===== src/common/mcu_bus_pkg.sv =====
package mcu_bus_pkg;

    ////////////////////////////////////////
    // Bus geometry
    ////////////////////////////////////////
    localparam int BUS_AW    = 8;
    localparam int BUS_DW    = 8;
    localparam int RAM_DEPTH = 128;
    localparam int RAM_AW    = $clog2(RAM_DEPTH);
    localparam int REG_IW    = 3;

    // Top address bit picks RAM or timer registers
    localparam logic REGION_RAM = 1'b0;
    localparam logic REGION_REG = 1'b1;

    ////////////////////////////////////////
    // Timer register map
    ////////////////////////////////////////
    localparam logic [REG_IW-1:0] REG_CTRL     = 3'd0;
    localparam logic [REG_IW-1:0] REG_RELOAD   = 3'd1;
    localparam logic [REG_IW-1:0] REG_COUNT    = 3'd2;
    localparam logic [REG_IW-1:0] REG_STATUS   = 3'd3;
    localparam logic [REG_IW-1:0] REG_PRESCALE = 3'd4;

    // Bit positions inside CTRL and STATUS
    localparam int CTRL_TMR_EN_BIT = 0;
    localparam int CTRL_IRQ_EN_BIT = 1;
    localparam int STATUS_FLAG_BIT = 0;

    // One bus cycle as issued by the SPI slave
    typedef struct packed {
        logic [BUS_AW-1:0] addr;
        logic [BUS_DW-1:0] wdata;
        logic              wr;
        logic              rd;
    } bus_req_t;

    typedef struct packed {
        logic              region;
        logic [RAM_AW-1:0] offset;
    } ram_view_t;

    typedef struct packed {
        logic                       region;
        logic [BUS_AW-REG_IW-2:0]   spare;
        logic [REG_IW-1:0]          idx;
    } reg_view_t;

    typedef union packed {
        ram_view_t ram;
        reg_view_t regs;
    } bus_addr_u;

endpackage


===== src/design/mcu_bus_decode.sv =====
`timescale 1ns/1ps

module mcu_bus_decode
    import mcu_bus_pkg::*;
(
    input  logic              clk,
    input  logic              rst,
    input  bus_req_t          bus_req,
    input  logic [BUS_DW-1:0] ram_rdata,
    input  logic [BUS_DW-1:0] reg_rdata,
    output logic              ram_en,
    output logic              ram_we,
    output logic [RAM_AW-1:0] ram_addr,
    output logic [BUS_DW-1:0] ram_wdata,
    output logic              reg_we,
    output logic [REG_IW-1:0] reg_idx,
    output logic [BUS_DW-1:0] reg_wdata,
    output logic [BUS_DW-1:0] rdata
);

    bus_addr_u addr_v;
    logic      is_ram;
    logic      rd_region;

    assign addr_v = bus_req.addr;
    assign is_ram = (addr_v.ram.region == REGION_RAM);

    // RAM side
    assign ram_en    = (bus_req.wr || bus_req.rd) && is_ram;
    assign ram_we    = bus_req.wr && is_ram;
    assign ram_addr  = addr_v.ram.offset;
    assign ram_wdata = bus_req.wdata;

    // Timer register side
    assign reg_we    = bus_req.wr && !is_ram;
    assign reg_idx   = addr_v.regs.idx;
    assign reg_wdata = bus_req.wdata;

    // Region of the read in flight, used to steer the returning data
    always_ff @(posedge clk) begin
        if (rst)
            rd_region <= REGION_RAM;
        else if (bus_req.rd)
            rd_region <= addr_v.regs.region;
    end

    assign rdata = (rd_region == REGION_REG) ? reg_rdata : ram_rdata;

endmodule


===== src/design/mcu_subsys_top.sv =====
`timescale 1ns/1ps

module mcu_subsys_top
    import mcu_bus_pkg::*;
(
    input  logic clk,
    input  logic rst,
    input  logic spi_cs,
    input  logic spi_sck,
    input  logic spi_mosi,
    output logic spi_miso,
    output logic irq
);

    bus_req_t          bus_req;
    logic [BUS_DW-1:0] bus_rdata;

    // RAM port
    logic              ram_en;
    logic              ram_we;
    logic [RAM_AW-1:0] ram_addr;
    logic [BUS_DW-1:0] ram_wdata;
    logic [BUS_DW-1:0] ram_rdata;

    // Timer register port
    logic              reg_we;
    logic [REG_IW-1:0] reg_idx;
    logic [BUS_DW-1:0] reg_wdata;
    logic [BUS_DW-1:0] reg_rdata;

    // Timer config and status
    logic              tmr_en;
    logic [BUS_DW-1:0] tmr_reload;
    logic [BUS_DW-1:0] tmr_prescale;
    logic [BUS_DW-1:0] tmr_count;
    logic              tmr_expire;

    mcu_spi_slave u_spi (
        .clk      (clk),
        .rst      (rst),
        .spi_cs   (spi_cs),
        .spi_sck  (spi_sck),
        .spi_mosi (spi_mosi),
        .rdata    (bus_rdata),
        .spi_miso (spi_miso),
        .bus_req  (bus_req)
    );

    mcu_bus_decode u_dec (
        .clk       (clk),
        .rst       (rst),
        .bus_req   (bus_req),
        .ram_rdata (ram_rdata),
        .reg_rdata (reg_rdata),
        .ram_en    (ram_en),
        .ram_we    (ram_we),
        .ram_addr  (ram_addr),
        .ram_wdata (ram_wdata),
        .reg_we    (reg_we),
        .reg_idx   (reg_idx),
        .reg_wdata (reg_wdata),
        .rdata     (bus_rdata)
    );

    scratch_ram u_ram (
        .clk   (clk),
        .en    (ram_en),
        .we    (ram_we),
        .addr  (ram_addr),
        .wdata (ram_wdata),
        .rdata (ram_rdata)
    );

    timer_regs u_tregs (
        .clk      (clk),
        .rst      (rst),
        .we       (reg_we),
        .idx      (reg_idx),
        .wdata    (reg_wdata),
        .count    (tmr_count),
        .expire   (tmr_expire),
        .rdata    (reg_rdata),
        .tmr_en   (tmr_en),
        .reload   (tmr_reload),
        .prescale (tmr_prescale),
        .irq      (irq)
    );

    timer_core u_tcore (
        .clk      (clk),
        .rst      (rst),
        .en       (tmr_en),
        .reload   (tmr_reload),
        .prescale (tmr_prescale),
        .count    (tmr_count),
        .expire   (tmr_expire)
    );

endmodule


===== src/design/scratch_ram.sv =====
`timescale 1ns/1ps

module scratch_ram
    import mcu_bus_pkg::*;
(
    input  logic              clk,
    input  logic              en,
    input  logic              we,
    input  logic [RAM_AW-1:0] addr,
    input  logic [BUS_DW-1:0] wdata,
    output logic [BUS_DW-1:0] rdata
);

    logic [BUS_DW-1:0] mem [RAM_DEPTH];

    // Single port, read returns old data on a write cycle
    always_ff @(posedge clk) begin
        if (en) begin
            if (we)
                mem[addr] <= wdata;
            rdata <= mem[addr];
        end
    end

endmodule


===== src/mcu_if/mcu_spi_slave.sv =====
`timescale 1ns/1ps

module mcu_spi_slave
    import mcu_bus_pkg::*;
(
    input  logic              clk,
    input  logic              rst,
    input  logic              spi_cs,
    input  logic              spi_sck,
    input  logic              spi_mosi,
    input  logic [BUS_DW-1:0] rdata,
    output logic              spi_miso,
    output bus_req_t          bus_req
);

    ////////////////////////////////////////
    // Pin synchronisers
    ////////////////////////////////////////

    // Two stages to sync, third stage holds previous value for edges
    logic [2:0] cs_sync;
    logic [2:0] sck_sync;
    logic [1:0] mosi_sync;

    always_ff @(posedge clk) begin
        if (rst) begin
            cs_sync   <= 3'b111;
            sck_sync  <= 3'b000;
            mosi_sync <= 2'b00;
        end else begin
            cs_sync   <= {cs_sync[1:0], spi_cs};
            sck_sync  <= {sck_sync[1:0], spi_sck};
            mosi_sync <= {mosi_sync[0], spi_mosi};
        end
    end

    logic cs_active;
    logic cs_rise;
    logic sck_rise;
    logic sck_fall;
    logic mosi_bit;

    assign cs_active = !cs_sync[1];
    assign cs_rise   = (cs_sync[2:1] == 2'b01);
    assign sck_rise  = (sck_sync[2:1] == 2'b01);
    assign sck_fall  = (sck_sync[2:1] == 2'b10);
    assign mosi_bit  = mosi_sync[1];

    ////////////////////////////////////////
    // Frame shifting and counting
    ////////////////////////////////////////
    logic [2:0]        bit_cnt;
    logic [1:0]        byte_cnt;
    logic [BUS_AW-1:0] addr_sr;
    logic [BUS_DW-1:0] data_sr;
    logic              ignore_next;

    always_ff @(posedge clk) begin
        if (rst) begin
            bit_cnt  <= 3'd0;
            byte_cnt <= 2'd0;
        end else if (!cs_active) begin
            bit_cnt  <= 3'd0;
            byte_cnt <= 2'd0;
        end else if (sck_rise) begin
            bit_cnt <= bit_cnt + 3'd1;
            // Saturate so oversized frames stay ignored
            if (bit_cnt == 3'd7 && byte_cnt != 2'd3)
                byte_cnt <= byte_cnt + 2'd1;
        end
    end

    // First byte is the address, second the write data
    always_ff @(posedge clk) begin
        if (cs_active && sck_rise) begin
            if (byte_cnt == 2'd0)
                addr_sr <= {addr_sr[BUS_AW-2:0], mosi_bit};
            else if (byte_cnt == 2'd1)
                data_sr <= {data_sr[BUS_DW-2:0], mosi_bit};
        end
    end

    // Frame classification at CS release
    logic frame_rd;
    logic frame_wr;

    assign frame_rd = cs_rise && !ignore_next && (byte_cnt == 2'd1);
    assign frame_wr = cs_rise && !ignore_next && (byte_cnt == 2'd2);

    // Any frame after a read carries the read data out and is dropped
    always_ff @(posedge clk) begin
        if (rst)
            ignore_next <= 1'b0;
        else if (cs_rise)
            ignore_next <= !ignore_next && (byte_cnt == 2'd1);
    end

    ////////////////////////////////////////
    // Bus strobes
    ////////////////////////////////////////
    logic              req_wr;
    logic              req_rd;
    logic              rd_pend;
    logic [BUS_AW-1:0] req_addr;
    logic [BUS_DW-1:0] req_wdata;

    always_ff @(posedge clk) begin
        if (rst) begin
            req_wr  <= 1'b0;
            req_rd  <= 1'b0;
            rd_pend <= 1'b0;
        end else begin
            req_wr  <= frame_wr;
            req_rd  <= frame_rd;
            // Read data shows up one cycle after the strobe
            rd_pend <= req_rd;
        end
    end

    always_ff @(posedge clk) begin
        if (frame_wr || frame_rd) begin
            req_addr  <= addr_sr;
            req_wdata <= data_sr;
        end
    end

    assign bus_req = '{addr: req_addr, wdata: req_wdata, wr: req_wr, rd: req_rd};

    ////////////////////////////////////////
    // MISO shift register
    ////////////////////////////////////////
    logic [BUS_DW-1:0] miso_sr;

    always_ff @(posedge clk) begin
        if (rst)
            miso_sr <= '0;
        else if (rd_pend)
            miso_sr <= rdata;
        else if (cs_active && sck_fall)
            miso_sr <= {miso_sr[BUS_DW-2:0], 1'b0};
    end

    // MSB sits on the pin before the first SCK rise
    assign spi_miso = miso_sr[BUS_DW-1];

endmodule


===== src/timer/timer_core.sv =====
`timescale 1ns/1ps

module timer_core
    import mcu_bus_pkg::*;
(
    input  logic              clk,
    input  logic              rst,
    input  logic              en,
    input  logic [BUS_DW-1:0] reload,
    input  logic [BUS_DW-1:0] prescale,
    output logic [BUS_DW-1:0] count,
    output logic              expire
);

    logic [BUS_DW-1:0] pre_cnt;

    always_ff @(posedge clk) begin
        if (rst) begin
            pre_cnt <= '0;
            count   <= '0;
            expire  <= 1'b0;
        end else if (!en) begin
            // Hold at load values until enabled
            pre_cnt <= prescale;
            count   <= reload;
            expire  <= 1'b0;
        end else begin
            expire <= 1'b0;
            if (pre_cnt == '0) begin
                pre_cnt <= prescale;
                // One main count step every prescale+1 clocks
                if (count == '0) begin
                    count  <= reload;
                    expire <= 1'b1;
                end else begin
                    count <= count - 1'b1;
                end
            end else begin
                pre_cnt <= pre_cnt - 1'b1;
            end
        end
    end

endmodule


===== src/timer/timer_regs.sv =====
`timescale 1ns/1ps

module timer_regs
    import mcu_bus_pkg::*;
(
    input  logic              clk,
    input  logic              rst,
    input  logic              we,
    input  logic [REG_IW-1:0] idx,
    input  logic [BUS_DW-1:0] wdata,
    input  logic [BUS_DW-1:0] count,
    input  logic              expire,
    output logic [BUS_DW-1:0] rdata,
    output logic              tmr_en,
    output logic [BUS_DW-1:0] reload,
    output logic [BUS_DW-1:0] prescale,
    output logic              irq
);

    logic [BUS_DW-1:0] ctrl;
    logic              flag;

    ////////////////////////////////////////
    // Configuration registers
    ////////////////////////////////////////
    always_ff @(posedge clk) begin
        if (rst) begin
            ctrl     <= '0;
            reload   <= '0;
            prescale <= '0;
        end else if (we) begin
            case (idx)
                REG_CTRL:     ctrl     <= wdata;
                REG_RELOAD:   reload   <= wdata;
                REG_PRESCALE: prescale <= wdata;
                default:      ;
            endcase
        end
    end

    // Expiry flag, set beats write-one-to-clear
    always_ff @(posedge clk) begin
        if (rst)
            flag <= 1'b0;
        else if (expire)
            flag <= 1'b1;
        else if (we && idx == REG_STATUS && wdata[STATUS_FLAG_BIT])
            flag <= 1'b0;
    end

    ////////////////////////////////////////
    // Read port
    ////////////////////////////////////////
    always_ff @(posedge clk) begin
        case (idx)
            REG_CTRL:     rdata <= ctrl;
            REG_RELOAD:   rdata <= reload;
            REG_COUNT:    rdata <= count;
            REG_STATUS:   rdata <= {{(BUS_DW-1){1'b0}}, flag};
            REG_PRESCALE: rdata <= prescale;
            default:      rdata <= '0;
        endcase
    end

    assign tmr_en = ctrl[CTRL_TMR_EN_BIT];
    assign irq    = flag && ctrl[CTRL_IRQ_EN_BIT];

endmodule

===== config.mk =====
export PLATFORM = sky130hd
export DESIGN_NAME = mcu_subsys_top
export DESIGN_NICKNAME = d
export VERILOG_FILES = /design/src/common/mcu_bus_pkg.sv /design/src/design/mcu_bus_decode.sv /design/src/design/mcu_subsys_top.sv /design/src/design/scratch_ram.sv /design/src/mcu_if/mcu_spi_slave.sv /design/src/timer/timer_core.sv /design/src/timer/timer_regs.sv
export SDC_FILE = /design/constraint.sdc
export NUM_CORES = 1
export LEC_CHECK = 0
export BUFFER_PORTS_ARGS = -buffer_cell sky130_fd_sc_hd__buf_2
export CAP_MARGIN = 0
export CELL_PAD_IN_SITES_DETAIL_PLACEMENT = 2
export CELL_PAD_IN_SITES_GLOBAL_PLACEMENT = 2
export CORE_AREA = 2 2 300 302
export DETAILED_ROUTE_END_ITERATION = 7
export DIE_AREA = 0 0 302 304
export PLACE_DENSITY = 0.84
export SLEW_MARGIN = 5
export SYNTH_ARGS = -nofsm -noshare
export SYNTH_HDL_FRONTEND = slang
export SYNTH_SLANG_ARGS = --single-unit

===== constraint.sdc =====
create_clock -name clk -period 7.3 [get_ports clk]
set_input_delay 1.46 -clock clk [delete_from_list [all_inputs] [get_ports clk]]
set_output_delay 1.46 -clock clk [all_outputs]
set_load 0.1 [all_outputs]

---- Word level (Yosys, flattened, before mapping) ----
Memory sizes are Yosys's and may differ from the RTL's. A register that Yosys moved wholly into a read port is not among the register bits.
Cells that the tools add are included.
storage, ports and cells
  register bits ........................... 108
  memories kept ........................... 1
  logic and storage cells ................. 90
  bits of input ports ..................... 5
  bits in writable memories ............... 1024
memories
  memory     depth  width  read ports  clocked after memory_dff  wr ports  line               text
  u_ram.mem  128    8      1           1                         1         scratch_ram.sv:14  logic [BUS_DW-1:0] mem [RAM_DEPTH];
cells by class
  bitwise operators ....................... 4
  multiplexer cells ....................... 15
  reduce and logical (&&, ||, !) cells .... 31
  $add $sub $neg .......................... 4
  equality and inequality tests ........... 12
operator list
  cell                   number
  $mux W8                8
  $pmux W8 S5            1
  $logic_not A8 Y1       2
  $sub A8 B1 Y8 const B  2
  $logic_and A1 B1 Y1    13
  $reduce_and A2 Y1      5
  $eq A2 B1 Y1 const B   3
  $eq A3 B2 Y1 const B   2
  $eq A3 B3 Y1 const B   2
  $mux W1                6
  $eq A2 B2 Y1 const B   2
  $not A1 Y1             4
  $reduce_bool A2 Y1     2
  $add A3 B1 Y3 const B  1
  $eq A3 B1 Y1 const B   1
  $logic_not A3 Y1       1
  $reduce_and A3 Y1      1
  $reduce_or A3 Y1       1
  $add A2 B1 Y2 const B  1
  $logic_not A1 Y1       2
  $logic_not A2 Y1       1
  $logic_or A1 B1 Y1     2
  $ne A2 B1 Y1 const B   1
  $ne A2 B2 Y1 const B   1
  $reduce_or A2 Y1       1

---- Logic depth before layout (Yosys ltp) ----
  depth in word-level cells ............... 5
  depth in mapped cells ................... 9

---- Hierarchy ----
A second synthesis with hierarchy kept.
unflattened totals
  cell total of the unflattened synthesis .. 2914
  area, all modules ....................... 45144.5 sq um
by module, submodules not included
  module          cells each  times used  area each (sq um)
  scratch_ram     2464        1           40293.6
  mcu_spi_slave   139         1           2042.0
  timer_regs      147         1           1421.4
  timer_core      122         1           1007.2
  mcu_bus_decode  42          1           380.4

---- Worst setup path after synthesis ----
OpenSTA, ideal clock, no wires.
  path kind ............................... register to register
  start point ............................. register u_spi.req_addr[0]
  end point ............................... register u_ram.rdata[1] (read register of u_ram.mem), data pin
  data required time ...................... 7.040 ns
  setup time .............................. 0.260 ns
  path slack .............................. 4.335 ns
  stages on the path, launching flop included .. 7
  arrival ................................. 2.705 ns
  cells stage by stage .................... edfxtp_1 buf_2 buf_1 mux4_2 mux4_2 mux4_2 mux2_2
RTL lines
  item                      line                  text
  start: declaration        mcu_spi_slave.sv:104  logic [BUS_AW-1:0] req_addr;
  start signal: assignment  mcu_spi_slave.sv:122  req_addr <= addr_sr;
  end: declaration          scratch_ram.sv:11     output logic [BUS_DW-1:0] rdata

---- Worst setup path after layout ----
  start point ............................. register u_spi.req_addr[0]
  end point ............................... memory u_ram.mem[121][3], enable pin
RTL lines
  item              line
  end: declaration  scratch_ram.sv:14
No word-level cell before the write port.

==> flow_summary.json <==
{
  "rsz0062_at_grt": "false",
  "groute.usage.overall": 0.319,
  "crit_buf_inv": 2,
  "syn_nets": 2068,
  "pin_count": 7,
  "numCtsBuffers": 117,
  "netlist_instances": 2053,
  "worst_setup_path_end_kind": "flop",
  "clkSinkCount": 1140,
  "setup-violations-final": 0,
  "nNetsFinal": 2119,
  "yosysWarnings": 0,
  "drc": 0,
  "clock_power_share": 0.472,
  "intPower_uw": 10600,
  "drt_iter0_markers": 2811,
  "cts_buffer_depth": 3,
  "synth_edf_count": 1064,
  "cp_max_fo": 47,
  "clkTransAtPathRegs_ns": 0.06,
  "finalCriticalPeriod_ns": 4.54,
  "fp-row-count": 110,
  "outcome": "finished clean",
  "relSlewSlack": 0.0480,
  "synth.avg_cell_area_sq_um": 21.4,
  "fmax_mhz": 220,
  "vias_per_cell": 6.60,
  "die_w_um": 302,
  "required_ns": 7.62,
  "fillers": 7214,
  "dr_total_vias": 22300,
  "drv_cap": 0,
  "seq_area_sq_um": 33500,
  "clk_latency_ns": 0.72,
  "crit_chain": "buf_4 > nor2b_1 > nand3_1 > buf_4 > nor2_1",
  "synthArstFlopShare": 0,
  "gp_congestion": 0.794,
  "detail-route-antenna-nets": 0,
  "slowest_stage": "edfxtp_1",
  "setup_tns_ns": 0,
  "cts_max_level": 3,
  "post-cts-setup-buffers": 0,
  "first_pass_iters": 7,
  "slew_viol_final": 0,
  "overflow": 0,
  "dp_hpwl_mm": 82.5,
  "fp.dieArea_sq_um": 91800,
  "path_delay_family": "simple AND/OR/NAND/NOR gates",
  "cts_tree": "built",
  "wl_per_cell_um": 42.3,
  "fin_skew_ns": 0.0376,
  "grt_pass1_wl_mm": 201,
  "die_h_um": 304,
  "synth.distinct_cells": 38,
  "synth.yosys.seq_area_share": 0.761,
  "crit_type": "reg -> reg",
  "critPathArrivalTime_ns": 4.86,
  "hold_viol": 0,
  "worst_path_most_repeated_cell": "buf_4",
  "core-area_sq_um": 89000,
  "wl_mm": 143,
  "synth_ff_type": "edfxtp_1",
  "p_leak_uw": 0.0151,
  "antenna_found_initial": 10,
  "hold_path.class": "reg -> reg",
  "grt_max_degree": 138,
  "initial_core_util": 0.494,
  "p_switching_uw": 2730,
  "p_total_uw": 13300,
  "synthToLayoutAreaGrowth_pct": 12.0,
  "combPwrFrac": 0.001,
  "start_kind": "flop",
  "ir_drop_mv": 0.228,
  "clockRootBuffer": "clkbuf_16",
  "synth.ff_latch_count": 1140,
  "power_frac_seq": 0.528,
  "powerDensity_nw_per_um2": 270,
  "multi_input_area_sq_um": 10100,
  "syn_area_sq_um": 44000,
  "layout-drive-gt1-share": 0.260,
  "tightestPinTransition_ns": 1.42,
  "max_stage_delay_ns": 1.10,
  "holdBufCountCts": 0,
  "sw_frac_of_total": 0.205,
  "grt_pass1_vias": 24100,
  "final.period_utilization": 0.621,
  "placement.io_buffers": 6,
  "post_cts_resize_count": 0
}
==> synth_stat cells (11+ instances only) <==
| cell type | number | area (sq um) |
|---|---|---|
| o21ai_0 | 18 | 90.1 |
| mux4_2 | 337 | 7590 |
| dfxtp_1 | 76 | 1520 |
| nand2_1 | 45 | 169 |
| nand3_1 | 19 | 95.1 |
| mux2_2 | 11 | 124 |
| buf_2 | 24 | 120 |
| a21oi_1 | 37 | 185 |
| buf_1 | 23 | 86.3 |
| nor2_1 | 196 | 736 |
| nor2b_1 | 16 | 100 |
| edfxtp_1 | 1064 | 32000 |
| clkbuf_1 | 61 | 229 |
| mux2i_1 | 31 | 310 |
| a211oi_1 | 14 | 105 |
==> layer usage <==
layer  GRT usage  part of all wire  routed length [um]  up-vias
met4       0.129             0.047                6730        8
met1       0.401              0.37               52600    12200
li1            -                 -                   -     8592
met2       0.551              0.52               74300     1185
met3      0.0574             0.064                9130      320
met5           0           0.00040                  57        -
==> kinds of logic (layout without fill, tap and decap cells) <==
kind of cell    after synthesis  in the layout  synth area share
compound gates               77             77           0.00992
buf+inv                     119            269            0.0114
mux                         379            379             0.182
flops                      1140           1140             0.761
simple gates                320            320            0.0313
other cells                   0              2                 0
xor+xnor                      8              8           0.00159
fa+ha+maj                    10             10           0.00284
==> final cells by class <==
class	count	share of cell area
sequential	1140	0.679
multi-input combinational	794	0.204
clock buffer	146	0.0628
tap	1176	0.0299
clock inverter	72	0.0158
timing repair buffer	44	0.00782
inverter	7	0.000533
antenna	2	0.000102
==> sequential cells by signal (all words and copies together), names as in the netlist, 2 cells and up <==
| register | count |
|---|---|
| u_ram.mem | 1024 |
| u_ram.rdata | 8 |
| u_spi.addr_sr | 8 |
| u_spi.bit_cnt | 3 |
| u_spi.byte_cnt | 2 |
| u_spi.cs_sync | 3 |
| u_spi.data_sr | 8 |
| u_spi.miso_sr | 8 |
| u_spi.mosi_sync | 2 |
| u_spi.req_addr | 8 |
| u_spi.req_wdata | 8 |
| u_spi.sck_sync | 3 |
| u_tcore.count | 8 |
| u_tcore.pre_cnt | 8 |
| u_tregs.ctrl | 8 |
| u_tregs.prescale | 8 |
| u_tregs.rdata | 8 |
| u_tregs.reload | 8 |
==> cell usage in the layout (no fill, tap or decap), types with 18 or more instances in the layout <==
cell type,n
clkinv_1,26
nor2_1,193
mux4_2,337
edfxtp_1,1064
o21ai_0,18
clkinv_2,20
clkbuf_1,23
nand2_1,44
nand3_1,19
dfxtp_1,76
a21oi_1,37
clkbuf_16,117
buf_4,33
mux2i_1,31
==> final timing paths <==
path	startpoint	to	slack, ns	depth (start not counted)
setup / recovery	u_spi.req_addr[0]$_DFFE_PP_	u_ram.mem[121][3]$_DFFE_PP_	2.76	5
setup reg to reg	u_spi.req_addr[0]$_DFFE_PP_	u_ram.mem[121][3]$_DFFE_PP_	2.76	5
hold / removal	u_spi.cs_sync[0]$_SDFF_PP1_	u_spi.cs_sync[1]$_SDFF_PP1_	0.42	1
hold reg to reg	u_spi.cs_sync[0]$_SDFF_PP1_	u_spi.cs_sync[1]$_SDFF_PP1_	0.42	1
==> metrics by stage <==
stage	instance area, sq um	util	hold WS (ns)	std cells	worst slack (ns)
after floorplan	44000	-	0.389	2053	4.34
after global placement	45400	0.510	0.401	3160	2.96
after detailed placement	45400	0.510	0.401	3160	2.83
after CTS	49200	0.553	0.423	3378	2.65
after global routing	49300	0.553	0.442	3379	2.47
final	49300	0.554	0.415	3381	2.76
==> power groups by stage <==
| stage | combinational (uW) | clock (uW) | sequential (uW) |
|---|---|---|---|
| 2_1_floorplan | 7.71 | 0 | 7170 |
| 3_3_place_gp | 10.7 | 0 | 7170 |
| 3_5_place_dp | 11.6 | 0 | 7170 |
| 4_1_cts | 11.9 | 6350 | 7030 |
| 5_1_grt | 13.1 | 6530 | 7030 |
| 6_report | 12.3 | 6280 | 7030 |
Power figures use the tool's default switching activity.
